File: src/source/wb_pkg.sv
//####################################################################
// Wishbone classic slave types and the four-word register map
//####################################################################
`default_nettype none

package wb_pkg;

  localparam int unsigned WB_AW = 2;
  localparam int unsigned WB_DW = 32;

  typedef struct packed {
    logic             cyc;
    logic             stb;
    logic             we;
    logic [WB_AW-1:0] adr;
    logic [WB_DW-1:0] dat;
  } wb_req_t;

  typedef struct packed {
    logic             ack;
    logic [WB_DW-1:0] dat;
  } wb_rsp_t;

  // word addresses
  localparam logic [WB_AW-1:0] REG_OP_A   = 2'd0;
  localparam logic [WB_AW-1:0] REG_OP_B   = 2'd1;
  localparam logic [WB_AW-1:0] REG_CMD    = 2'd2;
  localparam logic [WB_AW-1:0] REG_STATUS = 2'd3;

endpackage

`default_nettype wire

File: src/source/md_pkg.sv
//####################################################################
// arithmetic types shared by the multiply pipeline and the divider
// operator encoding follows the RISC-V M extension funct3 order
//####################################################################
`default_nettype none

package md_pkg;

  localparam int unsigned XLEN   = 32;
  localparam int unsigned HALF_W = 16;

  typedef enum logic [2:0] {
    OP_MUL    = 3'd0,
    OP_MULH   = 3'd1,
    OP_MULHSU = 3'd2,
    OP_MULHU  = 3'd3,
    OP_DIV    = 3'd4,
    OP_DIVU   = 3'd5,
    OP_REM    = 3'd6,
    OP_REMU   = 3'd7
  } md_op_e;

  typedef struct packed {
    logic            start;
    logic            high;
    logic            sign_a;
    logic            sign_b;
    logic [XLEN-1:0] a;
    logic [XLEN-1:0] b;
  } mul_req_t;

  // low halves carry a zero sign bit, high halves the operand sign
  typedef struct packed {
    logic                   valid;
    logic                   high;
    logic signed [HALF_W:0] a_lo;
    logic signed [HALF_W:0] a_hi;
    logic signed [HALF_W:0] b_lo;
    logic signed [HALF_W:0] b_hi;
  } mul_halves_t;

  typedef struct packed {
    logic            start;
    logic            rem;
    logic            is_signed;
    logic [XLEN-1:0] dividend;
    logic [XLEN-1:0] divisor;
  } div_req_t;

  typedef struct packed {
    logic            done;
    logic [XLEN-1:0] result;
  } md_rsp_t;

endpackage

`default_nettype wire
File: src/source/md_wb_regs.sv
//####################################################################
// one access at a time, ack is registered and lasts one cycle
// command writes and result reads are held off while busy
// operand registers stay writable during a running operation
//####################################################################
`default_nettype none

module md_wb_regs import md_pkg::*, wb_pkg::*; (
  input  logic     clk_i,
  input  logic     rst_ni,
  input  wb_req_t  wb_req_i,
  output wb_rsp_t  wb_rsp_o,
  output mul_req_t mul_req_o,
  output div_req_t div_req_o,
  input  md_rsp_t  mul_rsp_i,
  input  md_rsp_t  div_rsp_i
);

  logic [XLEN-1:0] op_a_q, op_b_q, result_q;
  logic [WB_DW-1:0] rdata_q, rdata_d;
  logic busy_q, ack_q;
  logic access, is_cmd, accept, cmd_start;
  md_op_e cmd_op;

  // a new access only starts once the previous ack has been seen
  assign access    = wb_req_i.cyc & wb_req_i.stb & ~ack_q;
  assign is_cmd    = (wb_req_i.adr == REG_CMD);
  assign accept    = access & ~(is_cmd & busy_q);
  assign cmd_start = accept & wb_req_i.we & is_cmd;
  assign cmd_op    = md_op_e'(wb_req_i.dat[2:0]);

  // translate the operator into engine request flags
  always_comb begin
    mul_req_o          = '0;
    div_req_o          = '0;
    mul_req_o.a        = op_a_q;
    mul_req_o.b        = op_b_q;
    div_req_o.dividend = op_a_q;
    div_req_o.divisor  = op_b_q;
    case (cmd_op)
      OP_MUL: begin
        mul_req_o.start = cmd_start;
      end
      OP_MULH: begin
        mul_req_o.start  = cmd_start;
        mul_req_o.high   = 1'b1;
        mul_req_o.sign_a = 1'b1;
        mul_req_o.sign_b = 1'b1;
      end
      OP_MULHSU: begin
        mul_req_o.start  = cmd_start;
        mul_req_o.high   = 1'b1;
        mul_req_o.sign_a = 1'b1;
      end
      OP_MULHU: begin
        mul_req_o.start = cmd_start;
        mul_req_o.high  = 1'b1;
      end
      OP_DIV: begin
        div_req_o.start     = cmd_start;
        div_req_o.is_signed = 1'b1;
      end
      OP_DIVU: begin
        div_req_o.start = cmd_start;
      end
      OP_REM: begin
        div_req_o.start     = cmd_start;
        div_req_o.rem       = 1'b1;
        div_req_o.is_signed = 1'b1;
      end
      default: begin
        div_req_o.start = cmd_start;
        div_req_o.rem   = 1'b1;
      end
    endcase
  end

  always_comb begin
    case (wb_req_i.adr)
      REG_OP_A: rdata_d = op_a_q;
      REG_OP_B: rdata_d = op_b_q;
      REG_CMD:  rdata_d = result_q;
      default:  rdata_d = {{(WB_DW-1){1'b0}}, busy_q};
    endcase
  end

  always_ff @(posedge clk_i or negedge rst_ni) begin
    if (!rst_ni) begin
      op_a_q   <= '0;
      op_b_q   <= '0;
      result_q <= '0;
      rdata_q  <= '0;
      busy_q   <= 1'b0;
      ack_q    <= 1'b0;
    end else begin
      ack_q <= accept;
      if (accept && wb_req_i.we) begin
        if (wb_req_i.adr == REG_OP_A) begin
          op_a_q <= wb_req_i.dat;
        end
        if (wb_req_i.adr == REG_OP_B) begin
          op_b_q <= wb_req_i.dat;
        end
      end
      if (accept && !wb_req_i.we) begin
        rdata_q <= rdata_d;
      end
      // only one engine runs at a time, so the done pulses never collide
      if (cmd_start) begin
        busy_q <= 1'b1;
      end else if (mul_rsp_i.done || div_rsp_i.done) begin
        busy_q <= 1'b0;
      end
      if (mul_rsp_i.done) begin
        result_q <= mul_rsp_i.result;
      end else if (div_rsp_i.done) begin
        result_q <= div_rsp_i.result;
      end
    end
  end

  assign wb_rsp_o.ack = ack_q;
  assign wb_rsp_o.dat = rdata_q;

endmodule

`default_nettype wire

File: config.mk
export PLATFORM = sky130hd
export DESIGN_NAME = md_wb_regs
export DESIGN_NICKNAME = d
export VERILOG_FILES = /design/src/source/wb_pkg.sv /design/src/source/md_pkg.sv /design/src/source/md_wb_regs.sv
export SDC_FILE = /design/constraint.sdc
export NUM_CORES = 1
export LEC_CHECK = 0
export ABC_AREA = 1
export BUFFER_PORTS_ARGS = -buffer_cell sky130_fd_sc_hd__buf_2
export CORE_UTILIZATION = 45
export DETAILED_ROUTE_END_ITERATION = 10
export GPL_ROUTABILITY_DRIVEN = 0
export PLACE_DENSITY_LB_ADDON = 0.12
export SLEW_MARGIN = 20
export SYNTH_ARGS = -nofsm -noshare
export SYNTH_HDL_FRONTEND = slang
export SYNTH_SLANG_ARGS = --single-unit
export TNS_END_PERCENT = 100
File: constraint.sdc
create_clock -name clk_i -period 1.43 [get_ports clk_i]
set_clock_uncertainty 0.05 [all_clocks]
set_input_delay 0.286 -clock clk_i [delete_from_list [all_inputs] [get_ports clk_i]]
set_output_delay 0.286 -clock clk_i [all_outputs]
set_load 0.005 [all_outputs]
== Yosys cells after proc, flatten, opt, wreduce, memory -nomap -nowiden ==
Cells that the tools add are included.

* Word-level logic and storage cells: 49
* Bits of input ports: 105
* Output and inout bits: 168
* Flip-flop bits (word level): 130

* Bitwise operators: 8
* Reduce and logical (&&, ||, !) cells: 15
* Equality and inequality tests: 8
* Multiplexer cells: 12

{| class="wikitable"
|+ Operators with widths
! operator !! count
|-
| $pmux 32 s3 || 1
|-
| $mux 32 || 2
|-
| $eq 3x3->1 const B || 3
|-
| $mux 1 || 9
|-
| $and 1x1->1 || 6
|-
| $eq 3x2->1 const B || 2
|-
| $reduce_or 6->1 || 1
|-
| $reduce_and 2->1 || 2
|-
| $reduce_bool 2->1 || 2
|-
| $reduce_or 2->1 || 2
|-
| $reduce_or 4->1 || 1
|-
| $eq 3x1->1 const B || 1
|-
| $logic_not 3->1 || 1
|-
| $reduce_or 3->1 || 1
|-
| $eq 2x1->1 const B || 1
|-
| $eq 2x2->1 const B || 1
|-
| $logic_and 1x1->1 || 2
|-
| $logic_not 2->1 || 1
|-
| $not 1->1 || 2
|-
| $logic_not 1->1 || 1
|-
| $logic_or 1x1->1 || 1
|}

== Longest topological paths before layout ==
Gate-level depths: netlist of run 1.

* Word-level depth: 7
* Depth in mapped cells: 8
* Depth with buffers taken out: 7

== Worst setup path after synthesis of run 1 ==
Ideal clock, no wire load.

* Kind: input port to output port
* Start: input port wb_req_i[33] in the netlist's numbering
* End: output port div_req_o[66] in the netlist's numbering
* Path buffers: 2
* Path slack: -0.008 ns
* Stages: 7
* Arrival: 1.102 ns
* Data required time: 1.094 ns
* Path through: clkbuf_2 > nand3_1 > nand2_1 > nor2_1 > buf_4 > nand2_1 > nor2_1

{| class="wikitable"
|+ RTL lines
! item !! line !! source
|-
| start, declared || md_wb_regs.sv:11 || <nowiki>input wb_req_t wb_req_i,</nowiki>
|-
| end, declared || md_wb_regs.sv:14 || <nowiki>output div_req_t div_req_o,</nowiki>
|}

==> metrics, run 1 <==
io pins 273; number of port buffers 272; crit share post-route 121%; share of post-route cells with drive strength above 1 37.5%; max-cap violation count 0; vias 6263; final setup fails 34; TritonCTS clock tree built; Lkg Pwr 5.01 nW; Routed WL 20200 um; syn_nets 928; initial antenna violation count 2; initial core utilization 46.4%; root buf cell clkbuf_16; commonest non-fill, non-tap cells in the layout 322 x nand2_1, 271 x buf_2, 130 x nand3_1, 130 x dfrtp_1, 40 x inv_1; Worst EP required 1.09 ns; Clock Sink Count 130; initial drt markers 391; CTS Buf Count 17; Final min period 1.73 ns; PwrDens 1360 nW/um^2; sequential share of the synthesized area 50.4%; CP endpoint kind primary output; actual slew at the worst max-slew pin 0.427 ns; Die Y 122 um; fin nets 1157; CP startpoint kind flip-flop; die area 14800 um^2; total iterations of the first detailed-routing run 5; final instance area 8770 um^2; Arr. time, crit path 1.39 ns; Vias/cell 5.02; Worst VDD drop 0.771 mV; placed wire-length estimate 13300 um; status finished with violations; Synth Register Bits 130; Std-Cell Rows 43; # fillers 1292; Clk Latency, worst-skew pair 0.42 ns; synthesized instance count 823; Hold WC Path Type in -> reg; gr usage total 27.4%; FF-to-FF path depth 10; Fmax 579 MHz; hold depth 3; CP Max Fanout 3; H-tree Lvls 4; total grt overflow 0; max-slew violations 0; Final Hold Viols 0; unrepaired setup endpoints after global routing true; critical path class reg -> out; Mapped Area 6460 um^2; core area 13900 um^2; final setup margin -0.297 ns; commonest non-fill, non-tap cell in the layout nand2_1; clock tree buffer depth 2; Yosys Warn Count 0; Min Hold Slack 0.0475 ns; failing checks negative setup slack; Die Wd 122 um; synth unique cells 19; Mapped Avg Cell Area 7.85 um^2; Slew headroom 71.5%; antenna-violating nets left 0; synth-to-layout area growth 35.7%; largest net degree at the start of global routing 57; global-route wire length before repair 30600 um; vias in the first global route 5772; # DRC 0; register area 3250 um^2; routed len/inst 16.2 um; Post-DP Area 7750 um^2; CTS clk-pin slew, worst paths 0.06 ns; area of the multi-input gates 2460 um^2
==> power breakdown <==
part	switching (mW)	internal (mW)
logic	1.32	1.29
clock network	1.58	2.78
registers	0.609	4.35
total	3.51	8.42
==> layout make-up <==
cell class	count	share of cell area [%]
repair buffers	326	23.6
inverters	41	1.76
flip-flops and latches	130	37.1
multi-input cells	536	28.0
diodes	2	0.0571
well taps	180	2.57
clock buffers	22	5.64
clock inverters	10	1.20
==> worst paths after layout <==
kind	slack (ns)	startpoint	end
max in group asynchronous	0.58	rst_ni	op_a_q[31]
hold reg to reg	0.42	rdata_q[6]	rdata_q[6]
setup reg to reg	-0.23	ack_q	rdata_q[21]
min in group asynchronous	0.36	rst_ni	op_a_q[5]
setup / recovery	-0.30	ack_q	mul_req_o[67]
hold / removal	0.05	mul_rsp_i[30]	result_q[30]
==> worst max-delay path, cell delays in order (launching register included) <==
cell     delay [ns]
dfrtp_1        0.38
nor2_2         0.12
nand2_2        0.09
nor2_4         0.10
nand2_2        0.08
nor2_1         0.09
buf_2          0.11
==> cell usage after synthesis <==
master / instances / area, um^2
nand2_1: 354 / 1330
nand3_1: 132 / 661
dfrtp_1: 130 / 3250
buf_4: 71 / 533
inv_1: 40 / 150
o211ai_1: 32 / 240
buf_2: 21 / 105
clkbuf_1: 20 / 75.1
nor2_1: 9 / 33.8
buf_1: 3 / 11.3
nand4_1: 2 / 12.5
o21ai_0: 2 / 10.0
a21boi_0: 1 / 7.51
clkbuf_2: 1 / 5.00
inv_2: 1 / 3.75
nor2_2: 1 / 6.26
nor2_4: 1 / 11.3
nor3_1: 1 / 5.00
or2_2: 1 / 6.26
==> cell families after synthesis <==
logic type / count (synthesis) / share of synthesized area, %
AND/OR/NAND/NOR: 501 / 32.0
AO/OA/AOI/OAI: 35 / 3.99
buffers and inverters: 157 / 13.7
flip-flops: 130 / 50.4
==> layer usage <==
metal	share of wire [%]	vias to the layer above	GRT usage, %
met5	0	-	0
met4	1.2	0	8.33
met3	7.9	28	6.98
met2	50	280	45.6
met1	41	2932	35.0
li1	-	3023	-
==> registers in the layout, summed over array words and instances, names as in the netlist <==
name	flops
ack_q	1
op_b_q	32
rdata_q	32
result_q	32
busy_q	1
op_a_q	32
==> per-stage QoR <==
step | std cells | TNS, ns | utilization [%] | setup WS, ns | total power, mW
global route | 1245 | -10.51 | 62.9 | -0.410 | 12.6
finish | 1247 | -6.65 | 62.9 | -0.297 | 11.9
CTS | 1233 | -1.05 | 60.2 | -0.307 | 11.9
detailed placement | 1198 | -0.944 | 55.6 | -0.0642 | 7.50
global placement | 1198 | -1.05 | 55.6 | -0.0526 | 7.46
floorplan | 823 | 0 | - | 0.0127 | 6.43
==> what timing repair did <==
action | in CTS | in global routing
setup buffers | 2 | 4
hold buffers | 1 | 0
setup endpoints to repair | 3 | 80
gates cloned | 0 | 9
pin swaps | 2 | 27
gates resized for setup | 4 | 55
endpoints found under the hold margin | 130 | 0
Note: power is estimated with default switching activity, not from simulation.
==> inputs of run 2 (changes only) <==
Settings changed: GPL_TIMING_DRIVEN set to 0.
==> run 2 against run 1 <==
Effect of this change: largest power group unchanged; critical path depth is 1 higher; the flow still finishes with violations (negative setup slack); largest cell class unchanged; via count is 9.6% higher; final cell count is 8.8% higher; critical path type unchanged; global-route usage is 3.0 points higher.
==> metrics, run 2 (synthesized netlist as in run 1, its figures left out) <==
status finished with violations; failing checks negative setup slack; Lkg Pwr 5.48 nW (+9.4%); total iterations of the first detailed-routing run 5 (unchanged); Worst Hold Launch mul_rsp_i[5]; # fillers 1203 (-6.9%); CP Max Fanout 3 (unchanged); CP max stage cell dfrtp_1; critical path class reg -> out; synth-to-layout area growth 47.8%; CP endpoint kind primary output; CTS Buf Count 17 (unchanged); commonest non-fill, non-tap cell in the layout nand2_1; TritonCTS clock tree built; total grt overflow 0 (unchanged); commonest non-fill, non-tap cells in the layout 319 x nand2_1, 265 x buf_2, 131 x nand3_1; Clock Sink Count 130 (unchanged); initial antenna violation count 1 (-1); Post-DP Area 8070 um^2 (+4.2%); placed wire-length estimate 15000 um (+13%); Crit. Startpoint ack_q; Std-Cell Rows 43 (unchanged); clock tree buffer depth 2 (unchanged); max-slew violations 0 (unchanged); final instance area 9550 um^2 (+8.9%); H-tree Lvls 4 (unchanged); antenna cell count 0 (-2); max-cap violation count 0 (unchanged); # DRC 0 (unchanged); vias in the first global route 6254 (+8.4%); io pins 273 (unchanged); die area 14800 um^2 (unchanged); fin nets 1270 (+9.8%); final setup margin -0.388 ns (-0.0903 ns); crit share post-route 127% (+6.3 points); initial core utilization 46.4% (unchanged); gr usage total 30.4% (+3.0 points); Worst VDD drop 0.795 mV (+3.1%); vias 6864 (+9.6%); final core occ 68.5% (+5.6 points); Clk Latency, worst-skew pair 0.42 ns (about the same); CP Cell Sequence nor2_2 -> nand2_2 -> nor2_4 -> buf_6 -> nand2_4 -> nor2_1 -> buf_2; global-route wire length before repair 33400 um (+9.1%); CP startpoint kind flip-flop; Final Hold Viols 0 (unchanged); number of port buffers 269 (-1.1%); final setup fails 91 (+170%); Fmax 550 MHz (-5.0%); routed len/inst 16.8 um (+3.7%); Vias/cell 5.06 (+0.71%); Routed WL 22800 um (+13%); actual slew at the worst max-slew pin 0.615 ns (+0.188 ns); Inst Count DP 1273 (+6.3%); Final min period 1.82 ns (+0.0903 ns); Worst EP required 1.09 ns (about the same); unrepaired setup endpoints after global routing true; PwrDens 1350 nW/um^2 (-0.97%); CTS clk-pin slew, worst paths 0.06 ns (about the same); Die Y 122 um (unchanged); core area 13900 um^2 (unchanged); antenna-violating nets left 0 (unchanged); share of post-route cells with drive strength above 1 41.9% (+4.4 points); Final TNS setup -6.65 ns (-0.00550 ns); Arr. time, crit path 1.48 ns (+0.09 ns); Die Wd 122 um (unchanged); Slew headroom 59.0% (-13 points); initial drt markers 539 (+38%); R2R setup slack -0.15 ns (+0.08 ns); Hold WC Path Type in -> reg; delay of the slowest cell on the worst path 0.39 ns (about the same); root buf cell clkbuf_16; worst r2r src ack_q; Finished Layout Cells 1357 (+8.8%); largest net degree at the start of global routing 72 (+26%)
run 2: changes by cell type in the layout (fill, tap and decap cells not counted), moves of 3 or more:
cell      change
buf_1         +3
buf_12       -12
nand2_1       -3
clkbuf_1     +19
buf_4        +66
clkinv_2      -3
buf_2         -6
buf_6        +40
nand2_2       +4
buf_8         +4
clkbuf_8      +3
run 2: area by class of cell:
class	count	area, um^2	share of cell area (%)
buffer	88	689	7.22
clock buffer	27	533	5.58
clock inverter	4	45.0	0.472
inverter	41	156	1.64
multi-input combinational	536	2450	25.6
sequential	130	3260	34.1
tap	180	225	2.36
timing repair buffer	351	2190	23.0
run 2: path summary, 6_finish.rpt:
check	end	cells past startpoint
worst max-delay path	mul_req_o[67]	7
worst min-delay path	result_q[5]	3
worst max register to register	op_a_q[26]	9
worst min register to register	rdata_q[13]	2
max in group asynchronous	op_a_q[17]	3
min in group asynchronous	rdata_q[4]	2
run 2: routing by layer:
| layer | share of wire (%) | track usage (%) | vias up |
|---|---|---|---|
| met1 | 41 | 39.4 | 3249 |
| met3 | 7.5 | 6.32 | 45 |
| met4 | 2.4 | 11.9 | 0 |
| met5 | 0 | 0 | - |
| li1 | - | - | 3239 |
| met2 | 49 | 49.6 | 331 |
run 2: critical path: cells and delay by family, from the launching register on:
family	cells	cell delay, ns
buffers and inverters	2	0.22
and+or+nand+nor	5	0.45
DFF	1	0.39
run 2: per-stage QoR:
stage	hold WS (ns)	power, mW	setup WS (ns)
after CTS	0.0388	12.6	-0.440
after detailed placement	0.198	8.01	-0.505
after global placement	0.399	7.95	-1.81
after floorplan	-0.0596	6.43	0.0127
final	0.0512	12.9	-0.388
after global routing	0.0499	13.5	-0.477
run 2: repair_timing:
item	CTS	global route
setup endpoints to repair	127	151
pin swaps	6	14
hold buffers	1	0
buffers inserted	74	33
gates resized for setup	45	87
gates cloned	1	5
hold endpoints to repair	59	0
run 2: power by group:
group | switching (mW) | internal, mW | leakage [nW]
registers | 0.559 | 4.35 | 1.65
clock network | 1.55 | 2.70 | 0.289
logic | 1.63 | 2.08 | 3.54
==> inputs of run 3 (changes only) <==
Settings changed: ABC_AREA 1 to not set.
==> run 3 against run 2 <==
Effect of this change: the flow still finishes with violations (negative setup slack); final area up 3.5%; synthesized area down 0.87%; die area down 0.85%; first-iteration DRC count down 50%; combinational power up 22%; wire length down 15%; utilization up 2.7 points; non-clock buffer count down 1; power up 8.1%; clock power up 2%; sequential share of layout area down 1.1 points; critical path type is now reg -> reg; critical endpoint is now op_b_q[13].
==> metrics, run 3 <==
status finished with violations; failing checks negative setup slack; final setup fails 99 (+8.8%); most common cell in the netlist dfrtp_1; clock tree buffer depth 2 (unchanged); delay of the slowest cell on the worst path 0.40 ns (about the same); final instance area 9880 um^2 (+3.5%); syn_nets 606 (-35%); Commonest cells post-synth 130 x dfrtp_1, 93 x mux2_2, 68 x buf_4, 63 x mux2i_1; Buf/Inv on CP 3 (+1); synth unique cells 26 (+7); async set-or-reset flop fraction in the synthesized netlist 100% (unchanged); global-route wire length before repair 29000 um (-13%); unrepaired setup endpoints after global routing true; Switching Share 26.7% (-2.3 points); Die Wd 121 um (-0.43%); CP Cell Sequence nand3b_4 -> buf_4 -> nor4b_4 -> buf_6 -> bufbuf_16 -> mux2_2; critical path class reg -> reg; CP Max Fanout 6 (+3); io pins 273 (unchanged); Final TNS setup -47.81 ns (-41.16 ns); routed len/inst 18.5 um (+9.9%); CTS Buf Count 17 (unchanged); Clk Latency, worst-skew pair 0.42 ns (about the same); Yosys Warn Count 0 (unchanged); placed wire-length estimate 12500 um (-17%); CP startpoint kind flip-flop; Slew headroom 56.9% (-2.2 points); # fillers 1018 (-15%); die area 14700 um^2 (-0.85%); share of post-route cells with drive strength above 1 63.7% (+22 points); R2R setup slack -0.55 ns (-0.40 ns); Worst VDD drop 0.744 mV (-6.4%); M3 GR Usage 5.64% (-0.68 points); DP Worst Slack -0.566 ns (-0.0610 ns); fin nets 967 (-24%); initial antenna violation count 0 (-1); busiest grt layer met2; Crit path max-delay family buffers and inverters; Lkg Pwr 5.18 nW (-5.6%); gr usage total 26.8% (-3.6 points); initial drt markers 267 (-50%); core area 13900 um^2 (-0.39%); TritonCTS clock tree built; initial core utilization 46.1% (-0.23 points); Mapped Avg Cell Area 12.8 um^2 (+63%); number of synthesized flops with an enable pin 0 (unchanged); number of port buffers 268 (-0.37%); part of the power in registers 36.6% (-1.6 points); Hold WC Path Type in -> reg; commonest non-fill, non-tap cells in the layout 257 x buf_2, 127 x dfrtp_1, 104 x buf_4; Gate power share 32.4% (+3.5 points); post-synth top area cell dfrtp_1; CP max stage cell dfrtp_1; total grt overflow 0 (unchanged); Die Y 121 um (-0.43%); vias 5283 (-23%); Fmax 506 MHz (-8.1%); Psw 3.72 mW (-0.37%); Post-DP Area 8250 um^2 (+2.2%); Internal 10.2 mW (+12%); vias in the first global route 5293 (-15%); largest net degree at the start of global routing 67 (-6.9%); GR Util met2 45.4% (-4.2 points); actual slew at the worst max-slew pin 0.647 ns (+0.0326 ns); grt met1 use 33.2% (-6.2 points); # DRC 0 (unchanged); H-tree Lvls 4 (unchanged); commonest non-fill, non-tap cell in the layout buf_2; Worst EP required 1.68 ns (+0.59 ns); CTS clk-pin slew, worst paths 0.06 ns (about the same); antenna-violating nets left 0 (unchanged); top cells by area, synth dfrtp_1 51%, mux2_2 16%, mux2i_1 9.8%, buf_4 8.0%, o2bb2ai_1 4.2%; final setup margin -0.548 ns (-0.160 ns); synthesized instance count 501 (-39%); Synth Register Bits 130 (unchanged); clock network fraction of total power 31.0% (-2.0 points); Std-Cell Rows 43 (unchanged); Routed WL 19400 um (-15%); max-cap violation count 0 (unchanged); max-slew violations 0 (unchanged); antenna cell count 0 (unchanged); Final min period 1.98 ns (+0.160 ns); Clock Sink Count 130 (unchanged); CP endpoint kind flip-flop; total iterations of the first detailed-routing run 4 (-1); Final Hold Viols 0 (unchanged); Vias/cell 5.02 (-0.81%); Arr. time, crit path 2.23 ns (+0.75 ns); Mapped Area 6400 um^2 (-0.87%); synth-to-layout area growth 54.3%; crit share post-route 138% (+11 points); area share of the largest cell type after synthesis 50.8% (+0.44 points); predominant post-synthesis flop cell dfrtp_1; root buf cell clkbuf_16; sequential share of the synthesized area 50.8% (+0.44 points); PwrDens 1410 nW/um^2 (+4.5%)
[run 3: cell count changes after synthesis, sizes merged, moves of 13 or more]
cell / delta
nand2: -322
inv: -40
buf: -13
o21ai: +30
o211ai: -32
mux2i: +63
o2bb2ai: +31
mux2: +96
nand3: -132
[run 3: timing repair]
action,4_1_cts,5_1_grt
gates resized for setup,41,29
setup endpoints to repair,143,142
buffers inserted,61,22
endpoints found under the hold margin,65,0
pin swaps,4,3
gates cloned,9,0
hold buffers,1,0
[run 3: routing by layer]
layer	vias to the layer above	wire (um)
met5	-	0
met4	0	287
met3	26	1190
met2	205	10000
met1	2602	7940
li1	2450	-
[run 3: cell type report]
class,instances,area (um^2),area share (%)
Sequential cell,130,3260,33.0
Multi-Input combinational cell,274,2720,27.5
Timing Repair Buffer,359,2400,24.3
Buffer,79,694,7.03
Clock buffer,25,505,5.12
Tap cell,180,225,2.28
Clock inverter,5,75.1,0.760
Inverter,1,3.75,0.0380
[run 3: final timing paths]
check                              start           end  cells past startpoint
setup reg to reg                   ack_q    op_b_q[13]                      6
hold reg to reg              rdata_q[18]   rdata_q[18]                      1
setup / recovery                   ack_q    op_b_q[13]                      6
hold / removal             mul_rsp_i[27]  result_q[27]                      3
max in group asynchronous         rst_ni     op_a_q[0]                      3
min in group asynchronous         rst_ni     op_a_q[7]                      2
[run 3: logic make-up (layout without fill, tap and decap cells)]
logic type	Yosys count	after routing	synth area share [%]
mux	160	160	27.1
flops	130	130	50.8
buf+inv	97	469	10.6
compound gates	66	66	7.25
simple gates	47	47	4.08
xor+xnor	1	1	0.137
[run 3: tightest hold or removal path, stage by stage]
cell and delay, ns:
buf_2 0.07, nand2_1 0.04, o21ai_0 0.05
[run 3: per-stage QoR]
stage / utilization (%) / hold WS [ns] / instances / power [mW]
2_1_floorplan: - / -0.0596 / 501 / 7.13
3_3_place_gp: 59.2 / 0.439 / 949 / 8.77
3_5_place_dp: 59.5 / 0.215 / 950 / 8.88
4_1_cts: 70.5 / 0.00765 / 1049 / 13.8
5_1_grt: 71.2 / 0.0331 / 1053 / 14.6
6_report: 71.2 / 0.0200 / 1053 / 13.9
[run 3: power by group through the flow]
stage	combinational [mW]	sequential [mW]	clock [mW]
finish	4.51	5.10	4.31
global route	4.87	5.19	4.53
CTS	4.31	5.10	4.36
floorplan	2.01	5.12	0
global placement	3.59	5.18	0
detailed placement	3.66	5.22	0
